==> src/verilog/decodePkg.sv <==
// Opcode encoding, micro-op word views, decoded bundle, Wishbone bus structs and shared constants

package decodePkg;

	// ======================================================================
	// Shared constants
	// ======================================================================

	// First fetch address after reset
	localparam logic [31:0] resetPc = 32'h0000_0000;
	// Every micro-op word is four bytes wide, so fetch steps by this much
	localparam logic [31:0] instrBytes = 32'd4;
	// Width of a register number in the micro-op word
	localparam int regBits = 6;

	// ======================================================================
	// Opcode encoding
	// ======================================================================

	// Groups sit in separate rows of sixteen so a dump is easy to read
	typedef enum logic [6:0]
	{
		OP_NOP   = 7'h00,
		OP_ADD   = 7'h01,
		OP_ADDI  = 7'h02,
		OP_LDB   = 7'h10,
		OP_LDBZ  = 7'h11,
		OP_LDW   = 7'h12,
		OP_LDWZ  = 7'h13,
		OP_LDT   = 7'h14,
		OP_LDTZ  = 7'h15,
		OP_LOAD  = 7'h16,
		OP_LDV   = 7'h17,
		OP_LDVN  = 7'h18,
		OP_STB   = 7'h20,
		OP_STW   = 7'h21,
		OP_STT   = 7'h22,
		OP_STORE = 7'h23,
		OP_STV   = 7'h24,
		OP_BEQ   = 7'h30,
		OP_BNE   = 7'h31,
		OP_JMP   = 7'h32
	} opcode_t;

	// ======================================================================
	// Micro-op word, read either in register layout or immediate layout
	// ======================================================================

	typedef union packed
	{
		// Opcode only, used by the classifiers
		struct packed
		{
			opcode_t opcode;
			logic [24:0] rest;
		} any;
		// Three register operands and a function field
		struct packed
		{
			opcode_t opcode;
			logic [regBits-1:0] rd;
			logic [regBits-1:0] rs1;
			logic [regBits-1:0] rs2;
			logic [6:0] func;
		} regForm;
		// Two register operands and a 13-bit signed immediate
		struct packed
		{
			opcode_t opcode;
			logic [regBits-1:0] rd;
			logic [regBits-1:0] rs1;
			logic [12:0] imm;
		} immForm;
	} microOp_t;

	// Bundle handed to the consumer of the decode stage
	typedef struct packed
	{
		logic [31:0] pc;
		opcode_t opcode;
		logic [regBits-1:0] rd;
		logic [regBits-1:0] rs1;
		logic [regBits-1:0] rs2;
		logic [31:0] imm;
		logic hasImm;
		logic load;
		logic vload;
		logic vloadNdx;
		logic store;
		logic vstore;
		logic branch;
		logic jump;
		logic writesRd;
	} decodedOp_t;

	// Wishbone classic master request and slave response
	typedef struct packed
	{
		logic cyc;
		logic stb;
		logic we;
		logic [31:0] adr;
		logic [3:0] sel;
	} wbReq_t;

	typedef struct packed
	{
		logic ack;
		logic [31:0] dat;
	} wbResp_t;

endpackage

==> src/verilog/decodeLoad.sv <==
// Load classifier that flags scalar, vector and indexed vector load opcodes
`timescale 1ns/1ps

module decodeLoad
(
	input decodePkg::microOp_t instr,
	output logic load,
	output logic vload,
	output logic vloadNdx
);

	import decodePkg::*;

	// Only the opcode matters here, so the plain view is used
	always_comb
	begin
		load = 1'b0;
		vload = 1'b0;
		vloadNdx = 1'b0;
		case (instr.any.opcode)
			// Byte, wyde and tetra loads, signed and zero extended, plus the full load
			OP_LDB, OP_LDBZ, OP_LDW, OP_LDWZ, OP_LDT, OP_LDTZ, OP_LOAD:
				load = 1'b1;
			// Unit stride vector load
			OP_LDV:
				vload = 1'b1;
			// Indexed vector load, a gather
			OP_LDVN:
				vloadNdx = 1'b1;
			default:
				load = 1'b0;
		endcase
	end

endmodule

==> src/verilog/decodeStore.sv <==
// Store classifier that flags scalar and vector store opcodes
`timescale 1ns/1ps

module decodeStore
(
	input decodePkg::microOp_t instr,
	output logic store,
	output logic vstore
);

	import decodePkg::*;

	always_comb
	begin
		store = 1'b0;
		vstore = 1'b0;
		case (instr.any.opcode)
			// Four scalar store widths
			OP_STB, OP_STW, OP_STT, OP_STORE:
				store = 1'b1;
			// Vector store
			OP_STV:
				vstore = 1'b1;
			default:
				store = 1'b0;
		endcase
	end

endmodule

==> src/verilog/decodeFlow.sv <==
// Control flow classifier for branches and jumps, plus the destination write flag
`timescale 1ns/1ps

module decodeFlow
(
	input decodePkg::microOp_t instr,
	output logic branch,
	output logic jump,
	output logic writesRd
);

	import decodePkg::*;

	always_comb
	begin
		branch = 1'b0;
		jump = 1'b0;
		writesRd = 1'b0;
		case (instr.any.opcode)
			// Conditional branches compare two sources and write nothing
			OP_BEQ, OP_BNE:
				branch = 1'b1;
			// The jump leaves its return address in rd
			OP_JMP:
			begin
				jump = 1'b1;
				writesRd = 1'b1;
			end
			// ALU results go to rd
			OP_ADD, OP_ADDI:
				writesRd = 1'b1;
			// Every load, scalar or vector, fills its destination
			OP_LDB, OP_LDBZ, OP_LDW, OP_LDWZ, OP_LDT, OP_LDTZ, OP_LOAD,
			OP_LDV, OP_LDVN:
				writesRd = 1'b1;
			// Stores and OP_NOP fall through with all flags clear
			default:
				writesRd = 1'b0;
		endcase
	end

endmodule

==> src/verilog/decodeRegs.sv <==
// Operand extractor that picks the word layout and produces register numbers and immediate
`timescale 1ns/1ps

module decodeRegs
(
	input decodePkg::microOp_t instr,
	output logic [decodePkg::regBits-1:0] rd,
	output logic [decodePkg::regBits-1:0] rs1,
	output logic [decodePkg::regBits-1:0] rs2,
	output logic [31:0] imm,
	output logic hasImm
);

	import decodePkg::*;

	// Immediate layout is used by everything that carries an offset or constant
	always_comb
	begin
		case (instr.any.opcode)
			OP_ADDI:
				hasImm = 1'b1;
			OP_LDB, OP_LDBZ, OP_LDW, OP_LDWZ, OP_LDT, OP_LDTZ, OP_LOAD,
			OP_LDV, OP_LDVN:
				hasImm = 1'b1;
			OP_STB, OP_STW, OP_STT, OP_STORE, OP_STV:
				hasImm = 1'b1;
			OP_BEQ, OP_BNE, OP_JMP:
				hasImm = 1'b1;
			// OP_ADD, OP_NOP and anything unknown read as register layout
			default:
				hasImm = 1'b0;
		endcase
	end

	// Field extraction from whichever view applies
	always_comb
	begin
		if (hasImm)
		begin
			rd = instr.immForm.rd;
			rs1 = instr.immForm.rs1;
			// No second source register exists in this layout
			rs2 = '0;
			// Replicate bit 12 to widen the offset to a full word
			imm = {{19{instr.immForm.imm[12]}}, instr.immForm.imm};
		end
		else
		begin
			rd = instr.regForm.rd;
			rs1 = instr.regForm.rs1;
			rs2 = instr.regForm.rs2;
			imm = '0;
		end
	end

endmodule

==> src/verilog/fetchWb.sv <==
// Wishbone classic instruction fetch master with a single-word holding buffer
`timescale 1ns/1ps

module fetchWb
(
	input logic clk,
	input logic rst,
	output decodePkg::wbReq_t wbReq,
	input decodePkg::wbResp_t wbResp,
	output decodePkg::microOp_t fetchWord,
	output logic [31:0] fetchPc,
	output logic fetchValid,
	input logic fetchReady
);

	import decodePkg::*;

	// Address of the word the next bus cycle reads
	logic [31:0] pc;
	// High for the whole of a bus cycle, stb follows it
	logic cyc;
	// Last cycle of the bus access
	logic ackTaken;
	// The buffer is free now or is handed over at this edge
	logic bufFree;

	assign ackTaken = cyc & wbResp.ack;
	assign bufFree = ~fetchValid | fetchReady;

	// Read-only access over all four byte lanes
	always_comb
	begin
		wbReq.cyc = cyc;
		wbReq.stb = cyc;
		wbReq.we = 1'b0;
		wbReq.adr = pc;
		wbReq.sel = 4'hF;
	end

	// ======================================================================
	// Bus cycle control
	// ======================================================================

	// Cycle ends at the ack edge, so cyc is low for at least one cycle before
	// the next start. A start waits until the buffer will have room, which
	// means the buffer is always empty when the following ack arrives
	always_ff @(posedge clk)
	begin
		if (rst)
		begin
			cyc <= 1'b0;
			pc <= resetPc;
		end
		else if (ackTaken)
		begin
			cyc <= 1'b0;
			pc <= pc + instrBytes;
		end
		else if (!cyc && bufFree)
			cyc <= 1'b1;
	end

	// ======================================================================
	// Holding buffer
	// ======================================================================

	// Valid flag rises the cycle after ack and drops once decode takes the word
	always_ff @(posedge clk)
	begin
		if (rst)
			fetchValid <= 1'b0;
		else if (ackTaken)
			fetchValid <= 1'b1;
		else if (fetchReady)
			fetchValid <= 1'b0;
	end

	// Word and its address are captured together
	always_ff @(posedge clk)
	begin
		if (ackTaken)
		begin
			fetchWord <= wbResp.dat;
			fetchPc <= pc;
		end
	end

endmodule

==> src/verilog/decodeStage.sv <==
// One-entry decode pipeline stage that merges the classifier outputs into a decoded bundle
`timescale 1ns/1ps

module decodeStage
(
	input logic clk,
	input logic rst,
	input decodePkg::microOp_t fetchWord,
	input logic [31:0] fetchPc,
	input logic fetchValid,
	output logic fetchReady,
	output decodePkg::decodedOp_t dec,
	output logic decValid,
	input logic decReady
);

	import decodePkg::*;

	// Bundle built from the incoming word, registered on a transfer
	decodedOp_t nextDec;

	// ======================================================================
	// Classifiers, all working on the word in parallel
	// ======================================================================

	decodeLoad loadInst
	(
		.instr(fetchWord),
		.load(nextDec.load),
		.vload(nextDec.vload),
		.vloadNdx(nextDec.vloadNdx)
	);

	decodeStore storeInst
	(
		.instr(fetchWord),
		.store(nextDec.store),
		.vstore(nextDec.vstore)
	);

	decodeFlow flowInst
	(
		.instr(fetchWord),
		.branch(nextDec.branch),
		.jump(nextDec.jump),
		.writesRd(nextDec.writesRd)
	);

	decodeRegs regsInst
	(
		.instr(fetchWord),
		.rd(nextDec.rd),
		.rs1(nextDec.rs1),
		.rs2(nextDec.rs2),
		.imm(nextDec.imm),
		.hasImm(nextDec.hasImm)
	);

	// Address and opcode pass straight into the bundle
	assign nextDec.pc = fetchPc;
	assign nextDec.opcode = fetchWord.any.opcode;

	// ======================================================================
	// Flow control
	// ======================================================================

	// Room exists when the stage is empty or its bundle leaves this cycle
	assign fetchReady = ~decValid | decReady;

	always_ff @(posedge clk)
	begin
		if (rst)
			decValid <= 1'b0;
		else if (fetchReady)
			decValid <= fetchValid;
	end

	// Bundle only changes on an accepted word, so it holds during a stall
	always_ff @(posedge clk)
	begin
		if (fetchValid && fetchReady)
			dec <= nextDec;
	end

endmodule

==> src/verilog/decodeTop.sv <==
// Decode front end top level joining the fetch master to the decode stage
`timescale 1ns/1ps

module decodeTop
(
	input logic clk,
	input logic rst,
	output decodePkg::wbReq_t wbReq,
	input decodePkg::wbResp_t wbResp,
	output decodePkg::decodedOp_t dec,
	output logic decValid,
	input logic decReady
);

	import decodePkg::*;

	// Handoff between the fetch buffer and the decode register
	microOp_t fetchWord;
	logic [31:0] fetchPc;
	logic fetchValid;
	logic fetchReady;

	fetchWb fetchInst
	(
		.clk(clk),
		.rst(rst),
		.wbReq(wbReq),
		.wbResp(wbResp),
		.fetchWord(fetchWord),
		.fetchPc(fetchPc),
		.fetchValid(fetchValid),
		.fetchReady(fetchReady)
	);

	decodeStage stageInst
	(
		.clk(clk),
		.rst(rst),
		.fetchWord(fetchWord),
		.fetchPc(fetchPc),
		.fetchValid(fetchValid),
		.fetchReady(fetchReady),
		.dec(dec),
		.decValid(decValid),
		.decReady(decReady)
	);

endmodule

==> config.mk <==
export PLATFORM = sky130hd
export DESIGN_NAME = decodeTop
export DESIGN_NICKNAME = d
export VERILOG_FILES = /design/src/verilog/decodePkg.sv /design/src/verilog/decodeLoad.sv /design/src/verilog/decodeStore.sv /design/src/verilog/decodeFlow.sv /design/src/verilog/decodeRegs.sv /design/src/verilog/fetchWb.sv /design/src/verilog/decodeStage.sv /design/src/verilog/decodeTop.sv
export SDC_FILE = /design/constraint.sdc
export NUM_CORES = 1
export LEC_CHECK = 0
export BUFFER_PORTS_ARGS = -buffer_cell sky130_fd_sc_hd__buf_4
export CORE_ASPECT_RATIO = 1.1
export CORE_UTILIZATION = 40
export DETAILED_ROUTE_END_ITERATION = 7
export SYNTH_ARGS = -nofsm -noshare
export SYNTH_HDL_FRONTEND = slang
export SYNTH_SLANG_ARGS = --single-unit
export TNS_END_PERCENT = 100
==> constraint.sdc <==
create_clock -name clk -period 5.3 [get_ports clk]
set_input_delay 0.53 -clock clk [delete_from_list [all_inputs] [get_ports clk]]
set_output_delay 0.53 -clock clk [all_outputs]
set_load 0.02 [all_outputs]
# Word-level counts from Yosys, hierarchy flattened
# Memory sizes are Yosys's and may differ from the RTL's. A register that Yosys moved wholly into a read port is not among the register bits.
# Cells that the tools add are included.
# Widths: inputs -> output; s select.
word_totals:
  reg_bits: 178
  mem_bits_ro: 64
  out_inout_bits: 138
  mem_count: 1
mem_list:
  columns: ["memory", "words", "width", "rd", "rd_clocked_by_memory_dff", "write_ports", "line_no", "text"]
  rows:
  - ["(no name shown)", 64, 1, 1, 1, 0, "decodeRegs.sv:19", "case (instr.any.opcode)"]
op_classes:
  n_addsub: 1
  eq_ne: 19
  mux: 12
  bitwise: 5
  reduce_logical: 9
op_table:
  columns: ["operator", "n"]
  rows:
  - ["$eq 7x5->1 const B", 9]
  - ["$eq 7x6->1 const B", 8]
  - ["$add 32x3->32 const B", 1]
  - ["$reduce_or 12->1", 1]
  - ["$mux 1", 11]
  - ["$eq 7x1->1 const B", 1]
  - ["$eq 7x2->1 const B", 1]
  - ["$reduce_or 7->1", 1]
  - ["$mux 6", 1]
  - ["$reduce_or 2->1", 2]
  - ["$reduce_or 4->1", 1]
  - ["$logic_and 1x1->1", 2]
  - ["$not 1->1", 2]
  - ["$or 1x1->1", 2]
  - ["$reduce_bool 2->1", 1]
  - ["$and 1x1->1", 1]
  - ["$logic_not 1->1", 1]

# Logic depth before layout (Yosys ltp)
# Gate-level depths: netlist of run 1.
depth:
  word_depth: 4
  ltp_mapped: 7
  ltp_nobuf: 6

# By module
# From an unflattened synthesis of run 1, not the netlist that was laid out.
hier_totals:
  hier_cells: 438
  area_unflattened_um2: 7209.4
by_module_without_submodules:
  columns: ["mod", "n_inst", "cells_each", "area_each_um2", "seq_area_each_um2"]
  rows:
  - ["fetchWb", 1, 248, 3442.1, 2502.4]
  - ["decodeStage", 1, 103, 2997.9, 2962.8]
  - ["decodeRegs", 1, 65, 616.8, 0.0]
  - ["decodeFlow", 1, 12, 80.1, 0.0]
  - ["decodeLoad", 1, 7, 43.8, 0.0]
  - ["decodeStore", 1, 3, 28.8, 0.0]

# Worst setup path before layout of run 1
# OpenSTA, ideal clock, no wires.
synth_timing:
  path_kind: "in2reg"
  start: "in decReady"
  end: "reg stageInst.dec[0] (netlist name)"
  setup_time_ps: 522
  arrival_time_ps: 4015
  setup_slack_ps: 763
  path_stages: 2
  path_buffers: 0
  cell_sequence: "nor2b_1 > nor2b_1"
synth_between:
  elab_chain_cells: 2
synth_rtl:
  columns: ["item", "line_no", "text"]
  rows:
  - ["from (decl)", "decodeTop.sv:12", "input logic decReady"]
  - ["$or 1x1->1", "decodeStage.sv:68", "assign fetchReady = ~decValid | decReady;"]
  - ["$logic_and 1x1->1", "decodeStage.sv:81", "if (fetchValid && fetchReady)"]
# Every way passes these cells.
# A chain may end at the register's enable or synchronous reset.

==> impl_results.md, run 1 <==
- Outcome: finished, final reports clean
- Crit-path max FO: 39
- Clk slew on worst S/H paths: approximately 60 ps
- DIE AREA: 16400 µm²
- Setup CP Type: reg -> reg
- Clock Path Buffers: 2
- Unique cell type count in the Yosys netlist: around 40
- Global-route wire length before repair: 18.1 mm
- Residual DRC: 0
- Synth top area share: 0.658
- Cells after synthesis: 419
- Slew headroom: 0.326
- Final period utilization: 0.532
- Vias in the first global route: 3502
- Total congestion overflow: 0
- Routed WL: 11.9 mm
- HPWL Detailed: around 8 mm
- Remaining antenna violation count after routing: 0
- Wire per inst: between 15 and 20 µm
- Clk Latency, worst-skew pair: 420 ps
- Nets@finish: 605
- Yosys reg bits: 173
- RSZ-0062 raised after global routing: no
- Startpoint Class: register
- Hold buffers post-CTS: 0
- Clock Skew: 5.38 ps
- GRT Total Usage: 0.151
- Metal-1 WL: 4.76 mm
- MaxCap Viol Count: 0
- Core ar.: 15300 µm²
- Share of cells above drive strength 1: 0.360
- Root Buffer: clkbuf_16
- CTS tree: built
- Cell Area, Synth: 6340 µm²
- Worst IR drop on VDD: 0.192 mV
- Initial core utilization: 0.415
- Worst Path Required: 5590 ps
- DIE WIDTH: 122 µm
- I/O pin cnt: between 150 and 200
- Post-CTS setup buffers: 0
- Synth-to-Final Area Change: 29.3%
- Worst Tran Pin Value: 1010 ps
- Cell taking the most area after synthesis: edfxtp_1
- Total number of vias: around 3700
- Final TNS setup: 0 ps
- P_leak: 3.08 nW
- Synth top area cells: edfxtp_1, dfxtp_1, buf_4
- Sink count of the clock tree: about 170
- Die H: 134 µm
- CTS Buf Count: 17
- Final Hold Fails: 0
- Fin. max-slew vios: 0
- Post-synth EDFFs: 139
- Avg Inst Size Synth: around 15 µm²
- Hold_ws: about 280 ps
- Final setup violation count: 0
- Met3 routed WL: 814 µm
- Dominant synthesized flop cell: edfxtp_1
- FFs w/ async S/R, synth: 0
- Power Density: 358 nW/µm²
- Worst EP arrival: 3110 ps
- H-tree Lvls: 4
- RePlAce Congestion: 0.739
- Cell Rows: 47
- N_diodes: 0
- Critical path endpoint category: register
- Hold Crit Class: in -> reg
- Seq/Total Area, Yosys: 0.766
- Post_cts resized: 0
- I/O Buffers: 164
- First-pass iteration count of the detailed router: 4
- Initial antenna violation count: 0
- Wire length on met2: 6.08 mm
- Final min period: 2820 ps
- YS warnings: 0
- Largest net degree at the start of global routing: 45
- Via density: around 4.7
- Highest Signal Layer: met4
- Peak Freq: roughly 350 MHz
- Initial DRC count: roughly 210
## layer usage
layer	track usage	up-vias
li1	-	1772
met1	0.167	1744
met2	0.260	131
met3	0.0497	17
met4	0.0686	0
met5	0	-
## synthesized netlist by cell type, types with 8 or more instances
| master | count |
|---|---|
| edfxtp_1 | 139 |
| nand3_1 | 10 |
| xnor2_1 | 17 |
| buf_4 | 30 |
| and2_1 | 14 |
| nor2_1 | 36 |
| clkbuf_1 | 12 |
| nor2b_1 | 9 |
| nor3_1 | 11 |
| nand2_1 | 19 |
| inv_1 | 9 |
| dfxtp_1 | 34 |
| a21oi_1 | 8 |
## per-stage QoR
stage | cell area (µm²) | instances | total power [mW] | worst slack, ps | util
CTS | 8200 | 777 | 2.97 | 2400 | 0.536
floorplan | 6370 | 426 | 1.63 | 763 | -
global placement | 7580 | 745 | 1.68 | 2490 | 0.496
detailed placement | 7580 | 745 | 1.69 | 2250 | 0.496
finish | 8200 | 777 | 2.94 | 2480 | 0.536
global route | 8200 | 777 | 3.03 | 2250 | 0.536
## report_power, final
part           switching (mW)  internal (mW)  leakage, nW
Sequential             0.0154           1.50         1.59
Clock                   0.485          0.796        0.289
Combinational          0.0841         0.0546         1.21
## worst max-delay path: stages (launching register included)
cell and delay, ps:
dfxtp_1 410, nand2_1 320, clkinv_2 560, buf_4 510, nand2_1 110, a211o_1 270, a211oi_1 310, o22ai_1 150
## layout by cell type (no fill, tap or decap), types with 5 or more instances in the layout
| cell type | count |
|---|---|
| nand3_1 | 10 |
| o21ai_0 | 7 |
| xor2_1 | 7 |
| and4_1 | 5 |
| nor4_1 | 5 |
| nand2_1 | 19 |
| a21oi_1 | 8 |
| nor3_1 | 11 |
| conb_1 | 9 |
| nor2b_1 | 8 |
| edfxtp_1 | 139 |
| nor2_1 | 36 |
| inv_1 | 8 |
| dfxtp_1 | 34 |
| clkbuf_16 | 17 |
| or3_1 | 5 |
| and3_1 | 5 |
| and2_1 | 14 |
| xnor2_1 | 17 |
| buf_4 | 166 |
| nand4_1 | 5 |
## flip-flops by register name (all words and copies together) (netlist names), named ones only
signal,count
fetchInst.cyc,1
fetchInst.fetchPc,30
fetchInst.fetchValid,1
fetchInst.fetchWord,32
fetchInst.pc,30
stageInst.dec,77
stageInst.decValid,1
## logic make-up after synthesis
| logic type | count (synthesis) | synth area share |
|---|---|---|
| other | 2 | 0.00118 |
| multiplexers | 2 | 0.00316 |
| flip-flops | 173 | 0.766 |
| buffers and inverters | 52 | 0.0497 |
| XOR/XNOR | 24 | 0.0332 |
| AO/OA/AOI/OAI | 22 | 0.0197 |
| AND/OR/NAND/NOR | 143 | 0.125 |
| adder cells (fa/ha/maj) | 1 | 0.00197 |
## worst paths after layout
path,slack (ps),cells after the start,endpoint,start
setup / recovery,2480,7,register,fetchInst.cyc
hold / removal,280,1,fetchInst.fetchWord[31],wbResp[31]
setup reg to reg,2480,7,register,fetchInst.cyc
hold reg to reg,420,0,stageInst.dec[49],fetchInst.fetchWord[15]
## layout make-up
cell class	count	area [µm²]
clock inverter	12	169
tap	196	245
sequential	173	4850
fill	1313	7090
clock buffer	20	447
multi-input combinational	201	1200
inverter	9	35.0
timing repair buffer	166	1250
No activity file was read; power rests on OpenSTA's default activity.
==> run 2, diff against run 1 <==
clock period = 2.96 ns   (was 5.3 ns; I/O delays follow)
==> impl_results.md, run 2 (synthesis gave the netlist of run 1 again) <==
- DIE WIDTH: 122 µm
- Peak Freq: ~490 MHz
- Via density: between 4 and 5
- CP peak stage delay: 420 ps
- Root Buffer: clkbuf_16
- RePlAce Congestion: 0.785
- Hold_ws: 60.5 ps
- Total number of vias: 3681
- I/O pin cnt: 174
- Die H: between 100 and 150 µm
- Biggest regs: stageInst.dec (77), fetchInst.fetchWord (32)
- Clk slew on worst S/H paths: 60 ps
- Clk pwr share: 0.427
- Vias in the first global route: 3428
- Cell Rows: 47
- CTS Buf Count: 17
- GRT Total Usage: 0.146
- Hold Crit Class: in -> reg
- Share of cells above drive strength 1: 0.360
- HPWL Detailed: 7.85 mm
- Initial core utilization: 0.415
- Final Hold Fails: 0
- Remaining antenna violation count after routing: 0
- CP Buf/Inv Count: 0
- Initial DRC count: 180
- Routed WL: 11.3 mm
- Setup CP Type: reg -> reg
- Worst EP arrival: 2320 ps
- Slowest stage cell, crit path: dfxtp_1
- DIE AREA: 16400 µm²
- Max reg flops: 77
- First-pass iteration count of the detailed router: 4
- CTS tree: built
- Util after Layout: 0.537
- Largest Register: stageInst.dec
- Setup ws final: around 930 ps
- Post_cts resized: 0
- Total stage count of the critical path: 6
- Worst IR drop on VDD: 0.323 mV
- Wire per inst: 14.5 µm
- CP top delay family: simple AND/OR/NAND/NOR gates
- Non-Filler Instances: a little under 800
- Final min period: 2030 ps
- Sink count of the clock tree: 173
- Clk Latency, worst-skew pair: 410 ps
- Initial antenna violation count: 0
- Slew headroom: 0.526
- Sw frac: 0.198
- I/O Buffers: 164
- Final instance area: 8220 µm²
- Clock Skew: 7.26 ps
- H-tree Lvls: 4
- Final setup violation count: 0
- Total power: about 5.2 mW
- Residual DRC: 0
- P_sw: 1.03 mW
- Hold Path Cell Cnt: 1
- Outcome: finished, final reports clean
- Synth-to-Final Area Change: 29.6%
- Final TNS setup: 0 ps
- Crit path cell chain: ha_1 -> and4_1 -> nand4_1 -> nor4_1 -> xnor2_1 -> nor2_1
- Reg2reg path depth: 6
- RSZ-0062 raised after global routing: no
- Placed insts: roughly 750
- Post-CTS setup buffers: 0
- Largest net degree at the start of global routing: 56
- Global-route wire length before repair: 17.8 mm
- MaxCap Viol Count: 0
- Multi-input logic area: 1200 µm²
- N_diodes: 0
- Fill count: between 1000 and 1500
- Hold buffers post-CTS: 0
- P_leak: 3.11 nW
- Worst Path Required: 3250 ps
- Total congestion overflow: 0
- Final period utilization: 0.685
- Worst Tran Pin Value: 711 ps
- Critical path endpoint category: register
- Total internal power: 4.15 mW
- Power Density: about 630 nW/µm²
- Comb pwr share: 0.048
- Nets@finish: 608
- Crit-path max FO: 11
- Register area: 4850 µm²
- Fin. max-slew vios: 0
- Startpoint Class: register
- Seq pwr share: 0.525
- Pre-CTS WS: 916 ps
- Commonest non-fill, non-tap cell in the layout: buf_4
- Clock Path Buffers: 2
- Most frequent cells in the layout: buf_4, edfxtp_1, nor2_1, dfxtp_1, clkbuf_16
- Core ar.: ~15000 µm²
- Area after DPL: ~7600 µm²
-- run 2: changes by cell type in the layout (fill, tap and decap cells not counted), sizes merged --
cell,previous run,this run
clkbuf,20,25
buf,166,169
bufinv,4,1
clkinvlp,4,1
inv,8,10
clkinv,5,4
-- run 2: path summary, 6_finish.rpt --
check	from	endpoint	slack (ps)
setup / recovery	fetchInst.pc[3]	fetchInst.pc[26]	930
hold / removal	wbResp[18]	fetchInst.fetchWord[18]	60
setup reg to reg	fetchInst.pc[3]	fetchInst.pc[26]	930
hold reg to reg	fetchInst.fetchPc[12]	stageInst.dec[78]	420
-- run 2: power groups by stage --
stage	sequential (mW)	clock, mW	combinational, mW
2_1_floorplan	2.80	0	0.111
3_3_place_gp	2.77	0	0.251
4_1_cts	2.72	2.28	0.255
6_report	2.72	2.21	0.250
3_5_place_dp	2.77	0	0.255
5_1_grt	2.72	2.37	0.272
-- run 2: layout make-up --
| class | count | area share |
|---|---|---|
| Clock buffer | 25 | 0.0658 |
| Clock inverter | 7 | 0.00853 |
| Inverter | 9 | 0.00411 |
| Multi-Input combinational cell | 201 | 0.146 |
| Sequential cell | 173 | 0.591 |
| Tap cell | 196 | 0.0298 |
| Timing Repair Buffer | 169 | 0.154 |
-- run 2: routing by layer --
layer,vias to the layer above,GRT usage,wire length [µm],share of wire
li1,1781,-,-,-
met1,1750,0.177,4870,0.43
met2,133,0.244,5570,0.49
met3,17,0.0353,640,0.057
met4,0,0.0693,227,0.020
met5,-,0,0,0
